### src/logic/fir_pkg.sv
// Filter constants for the serial interpolation FIR.
// The coefficient table is symmetric and scaled so that a full-scale input
// can never overflow the accumulator, so the MAC does not saturate.

package fir_pkg;

	////////////////////////////////////////
	// filter geometry
	////////////////////////////////////////

	// number of taps in the delay line and in the coefficient table.
	localparam int TAPS = 16;

	// width of a tap index.
	// it addresses TAPS entries.
	localparam int TAP_IDX_W = 4;

	// signed coefficient width.
	localparam int COEF_W = 10;

	////////////////////////////////////////
	// coefficients
	////////////////////////////////////////

	// low-pass response for 4x zero-stuffed interpolation.
	// the sum of absolute values is 1136, so 256 times that is 290816,
	// well inside the 24-bit accumulator.
	// tap 0 multiplies the newest sample.
	localparam logic signed [COEF_W-1:0] COEFS [TAPS] = '{
		-10'sd4,  -10'sd10, -10'sd8,  10'sd12,
		10'sd52,  10'sd110, 10'sd168, 10'sd204,
		10'sd204, 10'sd168, 10'sd110, 10'sd52,
		10'sd12,  -10'sd8,  -10'sd10, -10'sd4
	};

	////////////////////////////////////////
	// accumulation and scaling
	////////////////////////////////////////

	// per-channel accumulator width.
	localparam int ACC_W = 24;

	// arithmetic right shift applied to the accumulator.
	// the low output bits are taken after the shift.
	localparam int OUT_SHIFT = 3;

	// cycles from the filter strobe to the result strobe.
	// one cycle per tap plus the cycle that registers the result.
	localparam int MAC_LATENCY = 17;

endpackage

### src/logic/interp_pkg.sv
// Timing and width constants for the interpolator datapath and its control.
// Samples are two's complement; the period counter assumes a free-running
// sequencer that is never locked to the incoming sample strobe.

package interp_pkg;

	////////////////////////////////////////
	// sample widths
	////////////////////////////////////////

	// width of every input sample from the FM core and from the other source.
	// both sources are signed and share the same rate.
	localparam int SAMPLE_W = 9;

	// width of each interpolated output channel.
	// the MAC scales its accumulator down to this width.
	localparam int OUT_W = 20;

	////////////////////////////////////////
	// sequencer timing
	////////////////////////////////////////

	// the period counter restarts at 1 when it reaches this value.
	// one filter input is therefore consumed every 41 clock cycles.
	localparam int CNT_WRAP = 41;

	// width of the period counter.
	// it must hold CNT_WRAP.
	localparam int CNT_W = 6;

	// width of the phase number.
	// phase 0 carries the FM pair, phase 2 carries the other pair,
	// and phases 1 and 3 insert zeros for the zero-stuffing.
	localparam int PHASE_W = 2;

	// the full stuffing sequence spans four filter periods, so each source
	// reaches the filter once per 164 cycles.
	// the input sample rate is expected to match that interval; a slower
	// source simply repeats its last latched value.

endpackage
### src/logic/fm_interpolator.sv
// Output stage of the FM chip: mixes a second same-rate stereo source
// into the FM stream and interpolates it through a zero-stuffed FIR.
// Inputs are captured on sample_in; results come with a one-cycle
// sample_out pulse and hold until the next one. There is no back-pressure.

`timescale 1ns/1ps

module fm_interpolator import interp_pkg::*, fir_pkg::*; (
	input  logic                       clk,
	input  logic                       rst,
	input  logic                       sample_in,
	input  logic signed [SAMPLE_W-1:0] left_in,
	input  logic signed [SAMPLE_W-1:0] right_in,
	// the other source must already be filtered down to the FM rate.
	input  logic signed [SAMPLE_W-1:0] left_other,
	input  logic signed [SAMPLE_W-1:0] right_other,
	output logic signed [OUT_W-1:0]    left_out,
	output logic signed [OUT_W-1:0]    right_out,
	output logic                       sample_out
);

	// sequencer outputs.
	logic [PHASE_W-1:0] phase;
	logic               fir_strobe;

	// zero-stuffed stream into the filter.
	logic signed [SAMPLE_W-1:0] stuff_left;
	logic signed [SAMPLE_W-1:0] stuff_right;

	// serial tap read between the MAC and the delay line.
	logic        [TAP_IDX_W-1:0] tap_idx;
	logic signed [SAMPLE_W-1:0]  tap_left;
	logic signed [SAMPLE_W-1:0]  tap_right;

	phase_sequencer u_seq (
		.clk        (clk),
		.rst        (rst),
		.phase      (phase),
		.fir_strobe (fir_strobe)
	);

	source_stuffer u_stuff (
		.clk         (clk),
		.rst         (rst),
		.sample_in   (sample_in),
		.left_in     (left_in),
		.right_in    (right_in),
		.left_other  (left_other),
		.right_other (right_other),
		.phase       (phase),
		.stuff_left  (stuff_left),
		.stuff_right (stuff_right)
	);

	fir_delay_line u_line (
		.clk         (clk),
		.rst         (rst),
		.fir_strobe  (fir_strobe),
		.stuff_left  (stuff_left),
		.stuff_right (stuff_right),
		.tap_idx     (tap_idx),
		.tap_left    (tap_left),
		.tap_right   (tap_right)
	);

	fir_mac u_mac (
		.clk        (clk),
		.rst        (rst),
		.fir_strobe (fir_strobe),
		.tap_left   (tap_left),
		.tap_right  (tap_right),
		.tap_idx    (tap_idx),
		.left_out   (left_out),
		.right_out  (right_out),
		.sample_out (sample_out)
	);

endmodule

### src/logic/fir_mac.sv
// Serial multiply-accumulate over all taps, one tap per cycle per channel.
// Only one computation may be in flight; a strobe during a busy period is
// not expected because strobes are CNT_WRAP cycles apart.
// The coefficient table guarantees that the accumulator never overflows.

`timescale 1ns/1ps

module fir_mac import interp_pkg::*, fir_pkg::*; (
	input  logic                        clk,
	input  logic                        rst,
	input  logic                        fir_strobe,
	input  logic signed [SAMPLE_W-1:0]  tap_left,
	input  logic signed [SAMPLE_W-1:0]  tap_right,
	output logic        [TAP_IDX_W-1:0] tap_idx,
	output logic signed [OUT_W-1:0]     left_out,
	output logic signed [OUT_W-1:0]     right_out,
	output logic                        sample_out
);

	////////////////////////////////////////
	// multiply and accumulate
	////////////////////////////////////////

	// high while the tap counter walks the coefficient table.
	logic busy;

	// marks the cycle that handles the oldest tap.
	logic last_tap;

	// coefficient for the tap that is read in this cycle.
	logic signed [COEF_W-1:0] coef;

	// products are formed at full accumulator width.
	// both operands are signed, so they are sign-extended before the multiply.
	logic signed [ACC_W-1:0] prod_left;
	logic signed [ACC_W-1:0] prod_right;

	// running sums and their next values.
	logic signed [ACC_W-1:0] acc_left;
	logic signed [ACC_W-1:0] acc_right;
	logic signed [ACC_W-1:0] acc_next_left;
	logic signed [ACC_W-1:0] acc_next_right;

	// scaled results before truncation to the output width.
	logic signed [ACC_W-1:0] scaled_left;
	logic signed [ACC_W-1:0] scaled_right;

	assign last_tap       = (tap_idx == TAP_IDX_W'(TAPS - 1));
	assign coef           = COEFS[tap_idx];
	assign prod_left      = tap_left * coef;
	assign prod_right     = tap_right * coef;
	assign acc_next_left  = acc_left + prod_left;
	assign acc_next_right = acc_right + prod_right;
	// arithmetic shift keeps the sign of negative sums.
	assign scaled_left    = acc_next_left >>> OUT_SHIFT;
	assign scaled_right   = acc_next_right >>> OUT_SHIFT;

	// the accumulators restart on every strobe.
	// each busy cycle then adds one product per channel.
	always_ff @(posedge clk) begin
		if (fir_strobe) begin
			acc_left  <= '0;
			acc_right <= '0;
		end else if (busy) begin
			acc_left  <= acc_next_left;
			acc_right <= acc_next_right;
		end
	end

	////////////////////////////////////////
	// control and result registers
	////////////////////////////////////////

	// strobe in cycle t starts the walk, taps 0 to 15 are handled in
	// cycles t+1 to t+16, and the result shows in cycle t+17.
	always_ff @(posedge clk) begin
		if (rst) begin
			busy       <= 1'b0;
			tap_idx    <= '0;
			sample_out <= 1'b0;
			left_out   <= '0;
			right_out  <= '0;
		end else begin
			sample_out <= 1'b0;
			if (fir_strobe) begin
				busy    <= 1'b1;
				tap_idx <= '0;
			end else if (busy) begin
				tap_idx <= tap_idx + 1'b1;
				if (last_tap) begin
					busy       <= 1'b0;
					sample_out <= 1'b1;
					left_out   <= scaled_left[OUT_W-1:0];
					right_out  <= scaled_right[OUT_W-1:0];
				end
			end
		end
	end

endmodule

### src/logic/fir_delay_line.sv
// Stereo tap delay line for the serial FIR.
// One shift per fir_strobe; tap 0 always holds the newest stuffed sample.
// The read port is combinational on tap_idx.

`timescale 1ns/1ps

module fir_delay_line import interp_pkg::*, fir_pkg::*; (
	input  logic                       clk,
	input  logic                       rst,
	input  logic                       fir_strobe,
	input  logic signed [SAMPLE_W-1:0] stuff_left,
	input  logic signed [SAMPLE_W-1:0] stuff_right,
	input  logic        [TAP_IDX_W-1:0] tap_idx,
	output logic signed [SAMPLE_W-1:0] tap_left,
	output logic signed [SAMPLE_W-1:0] tap_right
);

	////////////////////////////////////////
	// tap storage
	////////////////////////////////////////

	// one shift register per channel.
	// both shift on the same strobe, so the channels never drift apart.
	logic signed [SAMPLE_W-1:0] line_left  [TAPS];
	logic signed [SAMPLE_W-1:0] line_right [TAPS];

	// the strobe cycle already shows the new phase value on the stuffer
	// output, so it is captured at the edge that ends that cycle.
	always_ff @(posedge clk) begin
		if (rst) begin
			for (int i = 0; i < TAPS; i++) begin
				line_left[i]  <= '0;
				line_right[i] <= '0;
			end
		end else if (fir_strobe) begin
			line_left[0]  <= stuff_left;
			line_right[0] <= stuff_right;
			for (int i = 1; i < TAPS; i++) begin
				line_left[i]  <= line_left[i-1];
				line_right[i] <= line_right[i-1];
			end
		end
	end

	////////////////////////////////////////
	// read port
	////////////////////////////////////////

	// the MAC walks tap_idx from 0 to TAPS-1 after each strobe.
	// a single read port per channel is enough for the serial multiplier.
	assign tap_left  = line_left[tap_idx];
	assign tap_right = line_right[tap_idx];

endmodule

### src/logic/source_stuffer.sv
// Latches the FM pair and the other-source pair on sample_in and
// interleaves them with zeros by phase. Without a new sample_in the
// last latched values repeat. The output is combinational on phase.

`timescale 1ns/1ps

module source_stuffer import interp_pkg::*; (
	input  logic                       clk,
	input  logic                       rst,
	input  logic                       sample_in,
	input  logic signed [SAMPLE_W-1:0] left_in,
	input  logic signed [SAMPLE_W-1:0] right_in,
	input  logic signed [SAMPLE_W-1:0] left_other,
	input  logic signed [SAMPLE_W-1:0] right_other,
	input  logic        [PHASE_W-1:0]  phase,
	output logic signed [SAMPLE_W-1:0] stuff_left,
	output logic signed [SAMPLE_W-1:0] stuff_right
);

	////////////////////////////////////////
	// input latches
	////////////////////////////////////////

	// latched copies of both stereo sources.
	// all four load together so the two sources stay aligned.
	logic signed [SAMPLE_W-1:0] fm_left;
	logic signed [SAMPLE_W-1:0] fm_right;
	logic signed [SAMPLE_W-1:0] oth_left;
	logic signed [SAMPLE_W-1:0] oth_right;

	always_ff @(posedge clk) begin
		if (rst) begin
			fm_left   <= '0;
			fm_right  <= '0;
			oth_left  <= '0;
			oth_right <= '0;
		end else if (sample_in) begin
			fm_left   <= left_in;
			fm_right  <= right_in;
			oth_left  <= left_other;
			oth_right <= right_other;
		end
	end

	////////////////////////////////////////
	// phase select
	////////////////////////////////////////

	// phase 0 presents FM, phase 2 presents the other source.
	// the odd phases insert the zeros of the stuffed stream.
	always_comb begin
		case (phase)
			2'd0: begin
				stuff_left  = fm_left;
				stuff_right = fm_right;
			end
			2'd2: begin
				stuff_left  = oth_left;
				stuff_right = oth_right;
			end
			default: begin
				stuff_left  = '0;
				stuff_right = '0;
			end
		endcase
	end

endmodule

### src/logic/phase_sequencer.sv
// Free-running control for the four-phase zero-stuffing sequence.
// It is not synchronized to sample_in; the first filter strobe comes
// 42 cycles after reset is released and then every CNT_WRAP cycles.

`timescale 1ns/1ps

module phase_sequencer import interp_pkg::*; (
	input  logic               clk,
	input  logic               rst,
	output logic [PHASE_W-1:0] phase,
	output logic               fir_strobe
);

	////////////////////////////////////////
	// period counter
	////////////////////////////////////////

	// counts clock cycles within one filter period.
	// after reset it starts from 0, so the first period is one cycle longer
	// than the following ones, which restart from 1.
	logic [CNT_W-1:0] cnt;

	// high on the cycle where the counter sits at its wrap value.
	// the strobe and the phase step are both taken from this.
	logic wrap;

	assign wrap = (cnt == CNT_W'(CNT_WRAP));

	always_ff @(posedge clk) begin
		if (rst) begin
			cnt <= '0;
		end else if (wrap) begin
			cnt <= CNT_W'(1);
		end else begin
			cnt <= cnt + 1'b1;
		end
	end

	////////////////////////////////////////
	// phase and filter strobe
	////////////////////////////////////////

	// the phase advances modulo 4 at every wrap.
	// the order is FM, zero, other, zero.
	// the phase is already updated during the strobe cycle, so the value
	// that enters the delay line belongs to the new phase.
	always_ff @(posedge clk) begin
		if (rst) begin
			phase <= '0;
		end else if (wrap) begin
			phase <= phase + 1'b1;
		end
	end

	// the strobe is registered, so it lines up with the new phase.
	// it stays high for exactly one cycle per period.
	always_ff @(posedge clk) begin
		if (rst) begin
			fir_strobe <= 1'b0;
		end else begin
			fir_strobe <= wrap;
		end
	end

	// downstream blocks only react to phase and fir_strobe.
	// the counter itself never leaves this module.

endmodule

### config.mk
export PLATFORM = sky130hd
export DESIGN_NAME = fm_interpolator
export DESIGN_NICKNAME = d
export VERILOG_FILES = /design/src/logic/fir_pkg.sv /design/src/logic/interp_pkg.sv /design/src/logic/fm_interpolator.sv /design/src/logic/fir_mac.sv /design/src/logic/fir_delay_line.sv /design/src/logic/source_stuffer.sv /design/src/logic/phase_sequencer.sv
export SDC_FILE = /design/constraint.sdc
export NUM_CORES = 1
export LEC_CHECK = 0
export BUFFER_PORTS_ARGS = -buffer_cell sky130_fd_sc_hd__buf_4
export CAP_MARGIN = 20
export CORE_MARGIN = 3
export CORE_UTILIZATION = 45
export CTS_BUF_LIST = sky130_fd_sc_hd__clkbuf_8
export CTS_CLUSTER_SIZE = 24
export DETAILED_ROUTE_END_ITERATION = 12
export PLACE_DENSITY_LB_ADDON = 0.08
export SLEW_MARGIN = 20
export SYNTH_ARGS = -nofsm -noshare
export SYNTH_HDL_FRONTEND = slang
export SYNTH_HIERARCHICAL = 1
export SYNTH_SLANG_ARGS = --single-unit
### constraint.sdc
create_clock -name clk -period 8.8 [get_ports clk]
set_clock_uncertainty 0.1 [all_clocks]
set_input_delay 0 -clock clk [delete_from_list [all_inputs] [get_ports clk]]
set_output_delay 0 -clock clk [all_outputs]
set_load 0.03 [all_outputs]
==> results.md, run 1 <==
| Metric | Value | Unit |
| --- | --- | --- |
| Number of standard-cell rows in the floorplan | 88 | - |
| Critical register-to-register path endpoint | u_mac/acc_right[21]$_SDFFE_PP0P_ | - |
| Portion of total power attributed to the clock network | 0.200 | - |
| Area fraction of the dominant cell type after synthesis | 0.324 | - |
| Combinational share of power | 0.555 | - |
| Via Count | 17900 | - |
| Routed wire length | 61200 | µm |
| Detailed placer's ending HPWL | 39800 | µm |
| Peak ir drop on the vdd network | 0.334 | mV |
| Number of pins with negative max-slew slack in the final report | 0 | - |
| Worst r2r path cells | 22 | - |
| Number of buffers created by CTS | 79 | - |
| Instance count after placement with tap cells included | 3092 | - |
| Routed wire per std cell | 18.1 | µm |
| Fraction of layout cells with a size suffix above 1 | 0.109 | - |
| RSZ-0062 raised after global routing | false | - |
| Post-synth EDFFs | 288 | - |
| Aggregate global routing overflow | 0 | - |
| Clock transition at the registers of the reported paths | 0.06 | ns |
| Max-cap violation count | 0 | - |
| Maximum number of pins on one net before global-route repair | 147 | - |
| WS Path Type | reg -> reg | - |
| CTS tree | yes | - |
| Bufs on Longest Clock Path | 3 | - |
| Part of the total power dissipated in sequential elements | 0.246 | - |
| Count of endpoints failing setup in the final report | 0 | - |
| Detailed-route DRC error count | 0 | - |
| Number of global-route vias before repair | 18900 | - |
| Worst-skew pair later-pin latency | 0.67 | ns |
| DR iter-0 viols | 1285 | - |
| Number of nets at the end of the flow | 2890 | - |
| Most repeated cell in the gate-level netlist after synthesis | inv_1 | - |
| Number of I/O pins | 80 | - |
| Endpoint kind of the worst setup timing path | flip-flop | - |
| Top cell types by occurrence after synthesis | 293 x inv_1, 288 x edfxtp_1, 230 x and2_1 | - |
| Most used flip-flop cell after synthesis | edfxtp_1 | - |
| Vertical extent of the die | 250 | µm |
| Yosys warning total | 6 | - |
| Number of standard cells after synthesis | 2342 | - |
| Core box area | 0.0582 | mm² |
| Number of sinks driven by the clock tree | 423 | - |
| Post-synthesis area per instance | 11.4 | µm² |
| Tightest Pin Transition | 1.05 | ns |
| Critical Path Start | u_mac/tap_idx[0]$_SDFFE_PP0P_ | - |
| Launch instance of the worst register-to-register path | u_mac/tap_idx[0]$_SDFFE_PP0P_ | - |
| Mapped Area | 0.0267 | mm² |
| Count of different cell masters after synthesis | 74 | - |
| Die footprint | 0.0624 | mm² |
| Detailed Routing Iterations Pass 1 | 7 | - |
| CP Data Required Time | 9.23 | ns |
| Initial core utilization | 0.459 | - |
| First-pass GRT wire length | 101000 | µm |
| Clock Tree Root | clkbuf_8 | - |
| Outcome | completed | - |
| Endpoint of the most critical setup path | u_mac/acc_right[21]$_SDFFE_PP0P_ | - |
| Type of origin of the critical path | flip-flop | - |
| Max-Slew Margin vs Limit | 0.283 | - |
| Cell type contributing the most total cell area after synthesis | edfxtp_1 | - |
| Final Cycle Share | 0.867 | - |
| Global Route Usage Sum | 0.200 | - |
| Net load switching power | 4350 | µW |
| Minimum period implied by the final worst setup slack | 7.63 | ns |
| Fmax achieved | 131 | MHz |
| Non-filler cells, final | 3381 | - |
| Routability-driven placement congestion ratio | 0.864 | - |
| Reported leakage power | 0.0131 | µW |
| Dominant cells by area after synthesis | edfxtp_1 32%, fa_1 13%, dfxtp_1 10% | - |
| Path category of the worst min-delay check | in -> reg | - |
| Post-detailed-route via-to-cell ratio | 5.30 | - |
| Arrival @ worst endpoint | 8.06 | ns |
| H-Tree Depth | 3 | - |
| Count of port buffers added during placement | 79 | - |
| Post-synth ARST share | 0 | - |
| Synth Register Bits | 423 | - |
| Total power density per cell area | 315 | mW/mm² |
| Number of antenna violations at the first check in global routing | 1 | - |
| Sum of negative setup slack | 0 | ns |
| Crit path max fanout | 41 | - |
| R2r setup slk | 1.17 | ns |
| Post-CTS setup buffer count | 0 | - |
| Post-synth net total | 2681 | - |
| Antenna-violating nets left | 0 | - |
| Internal power contribution | 5400 | µW |
| Sequential share of the synthesized area | 0.425 | - |
| Fraction of power spent switching nets | 0.446 | - |
| Synthesis-to-finish area growth | 15.9 | % |
| Die Width | 250 | µm |
| Final-report hold violation count | 0 | - |
==> power groups by stage <==
stage / sequential [µW] / combinational (µW) / clock [µW]
finish: 2390 / 5410 / 1950
floorplan: 2390 / 4070 / 0
detailed placement: 2430 / 5310 / 0
global route: 2410 / 6100 / 2110
CTS: 2390 / 5400 / 2010
global placement: 2430 / 5260 / 0
==> cell usage in the layout, fill, tap and decap left out, drive strengths merged, types with 9 or more instances in the layout <==
cell type / synthesis / layout
o22ai: 9 / 9
fa: 179 / 179
a22oi: 37 / 37
ha: 121 / 121
a211oi: 24 / 24
mux2i: 78 / 78
a21oi: 67 / 67
nand2b: 9 / 9
clkinv: 0 / 15
inv: 294 / 332
and2: 230 / 230
clkbuf: 70 / 86
dfxtp: 135 / 135
edfxtp: 288 / 288
o211ai: 11 / 11
o21ai: 42 / 42
nand3: 25 / 25
xnor2: 27 / 27
xor2: 11 / 11
mux4: 72 / 72
a21o: 9 / 9
nor2b: 125 / 125
dlygate4sd3: 0 / 143
a31oi: 10 / 10
nor3: 21 / 21
nand2: 182 / 182
buf: 51 / 106
nand4: 9 / 9
nor2: 115 / 115
==> cell type report <==
class / count / area, µm²
Clock inverter: 59 / 414
Timing Repair Buffer: 249 / 2260
Multi-Input combinational cell: 1504 / 13700
Antenna cell: 1 / 2.50
Clock buffer: 86 / 1180
Sequential cell: 423 / 11400
Tap cell: 765 / 957
Fill cell: 5132 / 27300
Inverter: 294 / 1100
==> worst min-delay path by stage <==
stage,start,endpoint,slack (ns),cells after the start
6_report,rst,u_seq/cnt[0]$_SDFF_PP0_,0.35,3
4_1_cts,rst,u_seq/phase[1]$_SDFFE_PP0N_,0.26,3
3_3_place_gp,right_in[6],u_stuff/fm_right[6]$_SDFFE_PP0P_,0.13,3
2_1_floorplan,left_in[0],u_stuff/fm_left[0]$_SDFFE_PP0P_,0.05,2
5_1_grt,rst,u_seq/phase[1]$_SDFFE_PP0N_,0.31,3
3_5_place_dp,left_in[4],u_stuff/fm_left[4]$_SDFFE_PP0P_,0.14,3
==> flip-flops by register name, summed over array words and instances, names as in the netlist <==
name and flops:
u_line/line_left 144, u_line/line_right 144, u_mac/acc_left 22, u_mac/acc_right 22, u_mac/left_out 20, u_mac/right_out 20, u_stuff/fm_left 9, u_stuff/fm_right 9
u_stuff/oth_left 9, u_stuff/oth_right 9, u_seq/cnt 6, u_mac/tap_idx 4, u_seq/phase 2, u_mac/busy 1, u_mac/sample_out 1, u_seq/fir_strobe 1
==> worst max-delay path, stage by stage (launching register included) <==
cell and delay, ns:
dfxtp_4 0.64, buf_12 0.37, mux4_1 0.60, a22oi_1 0.32, nand2_1 0.31, nand2_1 0.25
inv_1 0.08, fa_1 0.66, inv_1 0.14, fa_1 0.55, fa_1 0.62, inv_1 0.10
fa_1 0.49, inv_1 0.05, fa_1 0.47, inv_1 0.04, ha_1 0.36, a21o_1 0.21
a21boi_1 0.17, inv_2 0.06, or4_4 0.51, a211oi_1 0.27, nor4_2 0.09
==> per-stage QoR <==
| step | worst slack, ns | total power, µW | cell area (µm²) | util | hold slack [ns] |
|---|---|---|---|---|---|
| 6_report | 1.17 | 9750 | 31000 | 0.532 | 0.347 |
| 5_1_grt | 0.694 | 10600 | 31000 | 0.532 | 0.315 |
| 4_1_cts | 1.08 | 9810 | 31000 | 0.532 | 0.264 |
| 3_5_place_dp | 1.11 | 7750 | 27900 | 0.480 | 0.142 |
| 3_3_place_gp | 1.16 | 7690 | 27900 | 0.480 | 0.134 |
| 2_1_floorplan | 2.07 | 6470 | 26700 | - | 0.0471 |
==> logic make-up (layout without fill, tap and decap cells) <==
family,after synthesis,after routing,share of synthesized area
compound gates,259,259,0.0646
xor+xnor,38,38,0.0125
fa+ha+maj,300,300,0.191
buf+inv,415,688,0.0638
flops,423,423,0.425
mux,152,152,0.0938
other cells,0,1,0
simple gates,755,755,0.150
==> layer usage <==
metal  wire, µm  global-route usage
met1      28100               0.277
met5          0                   0
met2      29200               0.324
met3       2630              0.0358
met4       1220              0.0544
==> what timing repair did <==
item                      in CTS  in global routing
hold endpoints to repair      83                  0
resized for setup              0                  0
hold buffers                 143                  0
Power figures use the tool's default switching activity.
==> run 2: changes to the inputs <==
--- a/config.mk
+++ b/config.mk
@@ -13,6 +13,7 @@
 export CTS_CLUSTER_SIZE = 24
 export DETAILED_ROUTE_END_ITERATION = 12
 export PLACE_DENSITY_LB_ADDON = 0.08
+export REMOVE_ABC_BUFFERS = 1
 export SLEW_MARGIN = 20
 export SYNTH_ARGS = -nofsm -noshare
 export SYNTH_HDL_FRONTEND = slang
==> run 2 against run 1 <==
  * Total power fell by 1.2%
  * Global-route usage fell by 0.43 points
  * Critical path type unchanged
  * Non-clock buffer count rose by 1
  * Worst hold slack got worse by 0.082 ns
  * Sequential power barely moved
  * Design area fell by 0.15%
  * Largest cell class unchanged
  * Utilization fell by 0.079 points
  * Routed wire length fell by 1.5%
  * Via count fell by 1.4%
==> results.md, run 2 (same netlist as run 1, synthesis figures left out) <==
| Metric | Value | Unit | Delta |
| --- | --- | --- | --- |
| Outcome | completed | - | unchanged |
| Number of pins with negative max-slew slack in the final report | 0 | - | unchanged |
| Clock Tree Root | clkbuf_8 | - | unchanged |
| Reported leakage power | 0.0130 | µW | was 0.0131 µW |
| Critical register-to-register path endpoint | u_mac/acc_left[16]$_SDFFE_PP0P_ | - | was u_mac/acc_right[21]$_SDFFE_PP0P_ |
| CTS tree | yes | - | unchanged |
| Count of hold-fix buffers inserted at cts | 144 | - | was 143 |
| Worst r2r path cells | 19 | - | was 22 |
| DR iter-0 viols | 1242 | - | was 1285 |
| Clock transition at the registers of the reported paths | 0.06 | ns | about the same |
| Initial core utilization | 0.459 | - | unchanged |
| RSZ-0062 raised after global routing | false | - | unchanged |
| Die Width | 250 | µm | unchanged |
| Buffers and inverters on the worst path | 3 | - | was 7 |
| Max-Slew Margin vs Limit | 0.189 | - | was 0.283 |
| Vertical extent of the die | 250 | µm | unchanged |
| Library cell appearing most often on the critical path | fa_1 | - |  |
| Number of I/O pins | 80 | - | unchanged |
| Leading cell type in the layout, fill and taps excluded | inv_1 | - | unchanged |
| Critical Path Max Stage Delay | 0.96 | ns | was 0.66 ns |
| Number of sinks driven by the clock tree | 423 | - | unchanged |
| Number of standard-cell rows in the floorplan | 88 | - | unchanged |
| Count of endpoints failing setup in the final report | 0 | - | unchanged |
| Aggregate global routing overflow | 0 | - | unchanged |
| Fraction of power spent switching nets | 0.446 | - | about the same |
| Peak ir drop on the vdd network | 0.314 | mV | was 0.334 mV |
| Detailed Routing Iterations Pass 1 | 5 | - | was 7 |
| Routed wire length | 60200 | µm | was 61200 µm |
| Type of origin of the critical path | flip-flop | - | unchanged |
| Via Count | 17700 | - | was 17900 |
| Routed wire per std cell | 17.8 | µm | was 18.1 µm |
| Count of port buffers added during placement | 79 | - | unchanged |
| Max stage delay cell, worst path | dfxtp_4 | - | was fa_1 |
| Biggest registers after layout | u_line/line_left x144, u_line/line_right x144 | - | unchanged |
| Bufs on Longest Clock Path | 3 | - | unchanged |
| Antenna-violating nets left | 0 | - | unchanged |
| Number of antenna violations at the first check in global routing | 3 | - | was 1 |
| CP Data Required Time | 9.20 | ns | was 9.23 ns |
| H-Tree Depth | 3 | - | unchanged |
| Endpoint kind of the worst setup timing path | flip-flop | - | unchanged |
| Min-Delay Startpoint | rst | - | unchanged |
| Cell family contributing the most delay on the critical path | adder cells | - | unchanged |
| Portion of total power attributed to the clock network | 0.194 | - | was 0.200 |
| CTS-repair resized insts | 0 | - | unchanged |
| Combinational share of power | 0.557 | - | was 0.555 |
| Crit path max fanout | 46 | - | was 41 |
| Non-filler cells, final | 3374 | - | was 3381 |
| Synthesis-to-finish area growth | 15.8 | % | was 15.9% |
| Maximum number of pins on one net before global-route repair | 198 | - | was 147 |
| Minimum period implied by the final worst setup slack | 7.68 | ns | was 7.63 ns |
| First-pass GRT wire length | 99500 | µm | was 101000 µm |
| Total power density per cell area | 311 | mW/mm² | was 315 mW/mm² |
| Max-cap violation count | 0 | - | unchanged |
| R2r setup slk | 1.12 | ns | was 1.17 ns |
| Detailed placer's ending HPWL | 38400 | µm | was 39800 µm |
| Fraction of layout cells with a size suffix above 1 | 0.111 | - | was 0.109 |
| Number of nets at the end of the flow | 2891 | - | was 2890 |
| Detailed-route DRC error count | 0 | - | unchanged |
| Path category of the worst min-delay check | in -> reg | - | unchanged |
| FILL cells | 5040 | - | was 5132 |
| Worst-skew pair later-pin latency | 0.68 | ns | was 0.67 ns |
| Post-detailed-route via-to-cell ratio | 5.24 | - | was 5.30 |
| Endpoint with the worst hold slack | u_line/line_left[15][4]$_SDFFCE_PP0P_ | - | was u_seq/cnt[0]$_SDFF_PP0_ |
| Post-layout total power | 9630 | µW | was 9750 µW |
| Post-CTS setup buffer count | 0 | - | unchanged |
| Die footprint | 0.0624 | mm² | unchanged |
| Leading cell types in the layout, fill and taps excluded | 314 x inv_1, 288 x edfxtp_1, 230 x and2_1, 182 x nand2_1, 179 x fa_1 | - | was 328 x inv_1, 288 x edfxtp_1, 230 x and2_1, 182 x nand2_1, 179 x fa_1 |
| Number of buffers created by CTS | 79 | - | unchanged |
| Fmax achieved | 130 | MHz | was 131 MHz |
| Final Cycle Share | 0.873 | - | was 0.867 |
| Routability-driven placement congestion ratio | 0.832 | - | was 0.864 |
| Cells on Worst Hold Path | 3 | - | unchanged |
| WS Path Type | reg -> reg | - | unchanged |
| Final-report hold violation count | 0 | - | unchanged |
| Cells along the critical path | buf_12, mux4_1, a22oi_1, nand2_1, and2_1, fa_1, inv_1, fa_1, fa_1, fa_1, fa_1, inv_1, ha_1, a21oi_1, o22ai_1, or4_1, o21ai_1, xor2_1, a211oi_1 | - | was buf_12, mux4_1, a22oi_1, nand2_1, nand2_1, inv_1, fa_1, inv_1, fa_1, fa_1, inv_1, fa_1, inv_1, fa_1, inv_1, ha_1, a21o_1, a21boi_1, inv_2, or4_4, a211oi_1, nor4_2 |
| Net load switching power | 4300 | µW | was 4350 µW |
| Core box area | 0.0582 | mm² | unchanged |
| Arrival @ worst endpoint | 8.09 | ns | was 8.06 ns |
| Tightest Pin Transition | 1.22 | ns | was 1.05 ns |
| Global Route Usage Sum | 0.196 | - | was 0.200 |
| Part of the total power dissipated in sequential elements | 0.249 | - | was 0.246 |
| Launch instance of the worst register-to-register path | u_mac/tap_idx[0]$_SDFFE_PP0P_ | - | unchanged |
| Internal power contribution | 5330 | µW | was 5400 µW |
| Instance count after placement with tap cells included | 3091 | - | was 3092 |
| Number of global-route vias before repair | 18500 | - | was 18900 |
[run 2: changes by cell type in the layout (fill, tap and decap cells not counted), sizes merged]
cell,before,now
inv,332,319
dlygate4sd3,143,144
clkinv,15,20
clkinvlp,1,3
clkbuf,86,87
bufinv,5,2
[run 2: final cells by class]
type,count,area [µm²],share of cell area
Antenna cell,1,2.50,0.0000809
Clock buffer,87,1200,0.0387
Clock inverter,50,332,0.0107
Inverter,294,1100,0.0357
Multi-Input combinational cell,1504,13700,0.443
Sequential cell,423,11400,0.367
Tap cell,765,957,0.0309
Timing Repair Buffer,250,2280,0.0738
[run 2: per-layer routing]
metal,global-route usage,up-vias,share of wire
met5,0,-,0
met4,0.0531,0,0.023
met3,0.0336,96,0.038
met2,0.315,361,0.46
met1,0.274,8837,0.48
li1,-,8382,-
[run 2: metrics by stage]
step	setup slack (ns)	hold slack [ns]	cell area, µm²	setup TNS [ns]	utilization
2_1_floorplan	-0.892	-0.0309	26100	-16.67	-
3_3_place_gp	1.20	0.134	27900	0	0.480
3_5_place_dp	1.06	0.142	27900	0	0.480
4_1_cts	1.05	0.213	30900	0	0.531
5_1_grt	0.578	0.242	30900	0	0.531
6_report	1.12	0.264	30900	0	0.531
[run 2: worst max path at each step]
stage	startpoint	endpoint	cells after the start
CTS	u_mac/tap_idx[0]$_SDFFE_PP0P_	u_mac/acc_left[16]$_SDFFE_PP0P_	19
floorplan	u_mac/tap_idx[0]$_SDFFE_PP0P_	u_mac/acc_right[21]$_SDFFE_PP0P_	22
detailed placement	u_mac/tap_idx[0]$_SDFFE_PP0P_	u_mac/acc_left[16]$_SDFFE_PP0P_	19
finish	u_mac/tap_idx[0]$_SDFFE_PP0P_	u_mac/acc_left[16]$_SDFFE_PP0P_	19
global route	u_mac/tap_idx[0]$_SDFFE_PP0P_	u_mac/left_out[19]$_SDFFE_PP0P_	20
global placement	u_mac/tap_idx[0]$_SDFFE_PP0P_	u_mac/acc_left[16]$_SDFFE_PP0P_	19
[run 2: power groups by stage]
stage / combinational [µW] / sequential, µW / clock (µW)
2_1_floorplan: 4030 / 2390 / 0
3_3_place_gp: 5190 / 2440 / 0
3_5_place_dp: 5240 / 2430 / 0
4_1_cts: 5340 / 2400 / 1940
6_report: 5370 / 2400 / 1870
5_1_grt: 6100 / 2420 / 2030
[run 2: tightest hold or removal path, cell delays in order]
cell and delay [ns]:
dlygate4sd3_1 0.55, buf_6 0.19, nor2b_1 0.14
==> run 3: changes to the inputs <==
--- a/config.mk
+++ b/config.mk
@@ -5,16 +5,16 @@
 export SDC_FILE = /design/constraint.sdc
 export NUM_CORES = 1
 export LEC_CHECK = 0
+export ABC_CLOCK_PERIOD_IN_PS = 8800
 export BUFFER_PORTS_ARGS = -buffer_cell sky130_fd_sc_hd__buf_4
 export CAP_MARGIN = 20
-export CORE_MARGIN = 3
 export CORE_UTILIZATION = 45
 export CTS_BUF_LIST = sky130_fd_sc_hd__clkbuf_8
 export CTS_CLUSTER_SIZE = 24
 export DETAILED_ROUTE_END_ITERATION = 12
 export PLACE_DENSITY_LB_ADDON = 0.08
 export REMOVE_ABC_BUFFERS = 1
-export SLEW_MARGIN = 20
+export SLEW_MARGIN = 25
 export SYNTH_ARGS = -nofsm -noshare
 export SYNTH_HDL_FRONTEND = slang
 export SYNTH_HIERARCHICAL = 1
==> run 3 against run 2 <==
  * Worst setup slack better by 0.059 ns
  * Critical path type unchanged
  * Combinational power about the same
  * Register-to-register slack better by 0.06 ns
  * Via count fell by 1.0%
  * Global-route usage rose by 0.85 points
  * Maximum frequency increased by 0.77%
==> results.md, run 3 (same netlist as run 1, synthesis figures left out) <==
| Metric | Value | Unit | Delta |
| --- | --- | --- | --- |
| Detailed Routing Iterations Pass 1 | 5 | - | unchanged |
| Via Count | 17500 | - | was 17700 |
| Portion of total power attributed to the clock network | 0.202 | - | was 0.194 |
| Maximum number of pins on one net before global-route repair | 196 | - | was 198 |
| Instance count after placement with tap cells included | 3091 | - | unchanged |
| Post-detailed-route via-to-cell ratio | 5.17 | - | was 5.24 |
| Number of sinks driven by the clock tree | 423 | - | unchanged |
| Tightest Pin Transition | 0.906 | ns | was 1.22 ns |
| CTS-repair resized insts | 0 | - | unchanged |
| WS Path Type | reg -> reg | - | unchanged |
| Post-CTS setup buffer count | 0 | - | unchanged |
| Fin worst setup slack | 1.18 | ns | was 1.12 ns |
| Max-cap violation count | 0 | - | unchanged |
| Initial core utilization | 0.459 | - | unchanged |
| Final Cycle Share | 0.866 | - | was 0.873 |
| Peak ir drop on the vdd network | 0.465 | mV | was 0.314 mV |
| Number of antenna violations at the first check in global routing | 1 | - | was 3 |
| CP Data Required Time | 9.24 | ns | was 9.20 ns |
| Die Width | 246 | µm | was 250 µm |
| Final-report hold violation count | 0 | - | unchanged |
| Outcome | completed | - | unchanged |
| Net load switching power | 4290 | µW | was 4300 µW |
| Internal power contribution | 5420 | µW | was 5330 µW |
| Routability-driven placement congestion ratio | 0.900 | - | was 0.832 |
| Clock Tree Root | clkbuf_8 | - | unchanged |
| Detailed placer's ending HPWL | 38300 | µm | was 38400 µm |
| Count of endpoints failing setup in the final report | 0 | - | unchanged |
| Post-layout total power | 9710 | µW | was 9630 µW |
| H-Tree Depth | 3 | - | unchanged |
| Total power density per cell area | 312 | mW/mm² | was 311 mW/mm² |
| RSZ-0062 raised after global routing | false | - | unchanged |
| Fmax achieved | 131 | MHz | was 130 MHz |
| Number of buffers created by CTS | 80 | - | was 79 |
| Type of origin of the critical path | flip-flop | - | unchanged |
| Non-filler cells, final | 3382 | - | was 3374 |
| Number of standard-cell rows in the floorplan | 88 | - | unchanged |
| Reported leakage power | 0.0131 | µW | was 0.0130 µW |
| Path category of the worst min-delay check | in -> reg | - | unchanged |
| DR iter-0 viols | 1005 | - | was 1242 |
| Endpoint kind of the worst setup timing path | flip-flop | - | unchanged |
| Aggregate global routing overflow | 0 | - | unchanged |
| Routed wire length | 59800 | µm | was 60200 µm |
| Number of nets at the end of the flow | 2895 | - | was 2891 |
| Number of global-route vias before repair | 18300 | - | was 18500 |
| Arrival @ worst endpoint | 8.07 | ns | was 8.09 ns |
| CTS tree | yes | - | unchanged |
| Worst setup slack after placement | 0.914 | ns | was 1.06 ns |
| Core box area | 0.0582 | mm² | unchanged |
| Number of pins with negative max-slew slack in the final report | 0 | - | unchanged |
| Vertical extent of the die | 246 | µm | was 250 µm |
| Bufs on Longest Clock Path | 3 | - | unchanged |
| Finished Core Util | 0.534 | - | was 0.531 |
| Fraction of layout cells with a size suffix above 1 | 0.110 | - | was 0.111 |
| Synthesis-to-finish area growth | 16.4 | % | was 15.8% |
| Combinational share of power | 0.551 | - | was 0.557 |
| Detailed-route DRC error count | 0 | - | unchanged |
| Count of port buffers added during placement | 79 | - | unchanged |
| Global Route Usage Sum | 0.204 | - | was 0.196 |
| Fraction of power spent switching nets | 0.442 | - | was 0.446 |
| Routed wire per std cell | 17.7 | µm | was 17.8 µm |
| Antenna-violating nets left | 0 | - | unchanged |
| Leading cell types in the layout, fill and taps excluded | 320 x inv_1, 288 x edfxtp_1, 230 x and2_1, 182 x nand2_1, 179 x fa_1 | - | was 314 x inv_1, 288 x edfxtp_1, 230 x and2_1, 182 x nand2_1, 179 x fa_1 |
| Max-Slew Margin vs Limit | 0.396 | - | was 0.189 |
| Clock transition at the registers of the reported paths | 0.06 | ns | about the same |
| Worst-skew pair later-pin latency | 0.70 | ns | was 0.68 ns |
| Die footprint | 0.0604 | mm² | was 0.0624 mm² |
| Post-placement cell area | 0.0279 | mm² | about the same |
| First-pass GRT wire length | 98300 | µm | was 99500 µm |
| Crit path max fanout | 33 | - | was 46 |
| Biggest registers after layout | u_line/line_left x144, u_line/line_right x144 | - | unchanged |
| Part of the total power dissipated in sequential elements | 0.247 | - | was 0.249 |
| Number of I/O pins | 80 | - | unchanged |
| Post-Layout Inst Area | 0.0311 | mm² | was 0.0309 mm² |
| Minimum period implied by the final worst setup slack | 7.62 | ns | was 7.68 ns |
| Leading cell type in the layout, fill and taps excluded | inv_1 | - | unchanged |
| FILL cells | 5138 | - | was 5040 |
==> run 3: final timing paths <==
path	startpoint	slack [ns]	depth (start not counted)	to
max	u_mac/tap_idx[0]$_SDFFE_PP0P_	1.18	21	u_mac/left_out[18]$_SDFFE_PP0P_
min reg2reg	u_mac/right_out[5]$_SDFFE_PP0P_	0.36	2	u_mac/right_out[5]$_SDFFE_PP0P_
max reg2reg	u_mac/tap_idx[0]$_SDFFE_PP0P_	1.18	21	u_mac/left_out[18]$_SDFFE_PP0P_
min	rst	0.28	3	u_seq/cnt[0]$_SDFF_PP0_
==> run 3: timing repair <==
| action | CTS | global route |
|---|---|---|
| endpoints found under the hold margin | 70 | 0 |
| hold buffers | 145 | 0 |
| endpoints found under the setup margin | 0 | 0 |
==> run 3: per-stage QoR <==
stage | hold slack, ns | TNS (ns)
final | 0.277 | 0
after global routing | 0.274 | 0
after CTS | 0.228 | 0
after detailed placement | 0.142 | 0
after global placement | 0.134 | 0
after floorplan | -0.0309 | -16.67
==> run 3: area by class of cell <==
type / instances / area, µm² / area share
multi-input combinational: 1504 / 13700 / 0.441
clock buffer: 89 / 1220 / 0.0394
tap: 765 / 957 / 0.0308
timing repair buffer: 253 / 2350 / 0.0756
antenna: 1 / 2.50 / 0.0000805
inverter: 294 / 1100 / 0.0355
sequential: 423 / 11400 / 0.365
clock inverter: 53 / 393 / 0.0126
==> run 3: worst max-delay path: stages, from the launching register on <==
cell	delay [ns]
dfxtp_4	0.61
buf_16	0.31
buf_4	0.26
buf_4	0.22
mux4_2	0.51
a22oi_1	0.22
nand2_1	0.27
and2_1	0.26
fa_1	0.66
inv_1	0.13
fa_1	0.50
fa_1	0.56
fa_1	0.44
fa_1	0.49
inv_1	0.04
ha_1	0.43
and4_1	0.26
o21a_1	0.21
a211oi_2	0.11
nor4_2	0.48
nor3_1	0.13
a211o_1	0.24
==> run 3: layer usage <==
metal | GRT usage | routed length, µm | part of all wire
met1 | 0.284 | 29000 | 0.48
met2 | 0.328 | 27400 | 0.46
met3 | 0.0350 | 2120 | 0.035
met5 | 0 | 0 | 0
met4 | 0.0583 | 1270 | 0.021
==> run 3: power groups by stage <==
| stage | Combinational, µW | Sequential (µW) | Clock [µW] |
|---|---|---|---|
| floorplan | 4030 | 2390 | 0 |
| global placement | 5190 | 2440 | 0 |
| detailed placement | 5250 | 2440 | 0 |
| CTS | 5350 | 2400 | 2030 |
| global route | 6060 | 2420 | 2120 |
| finish | 5350 | 2400 | 1960 |
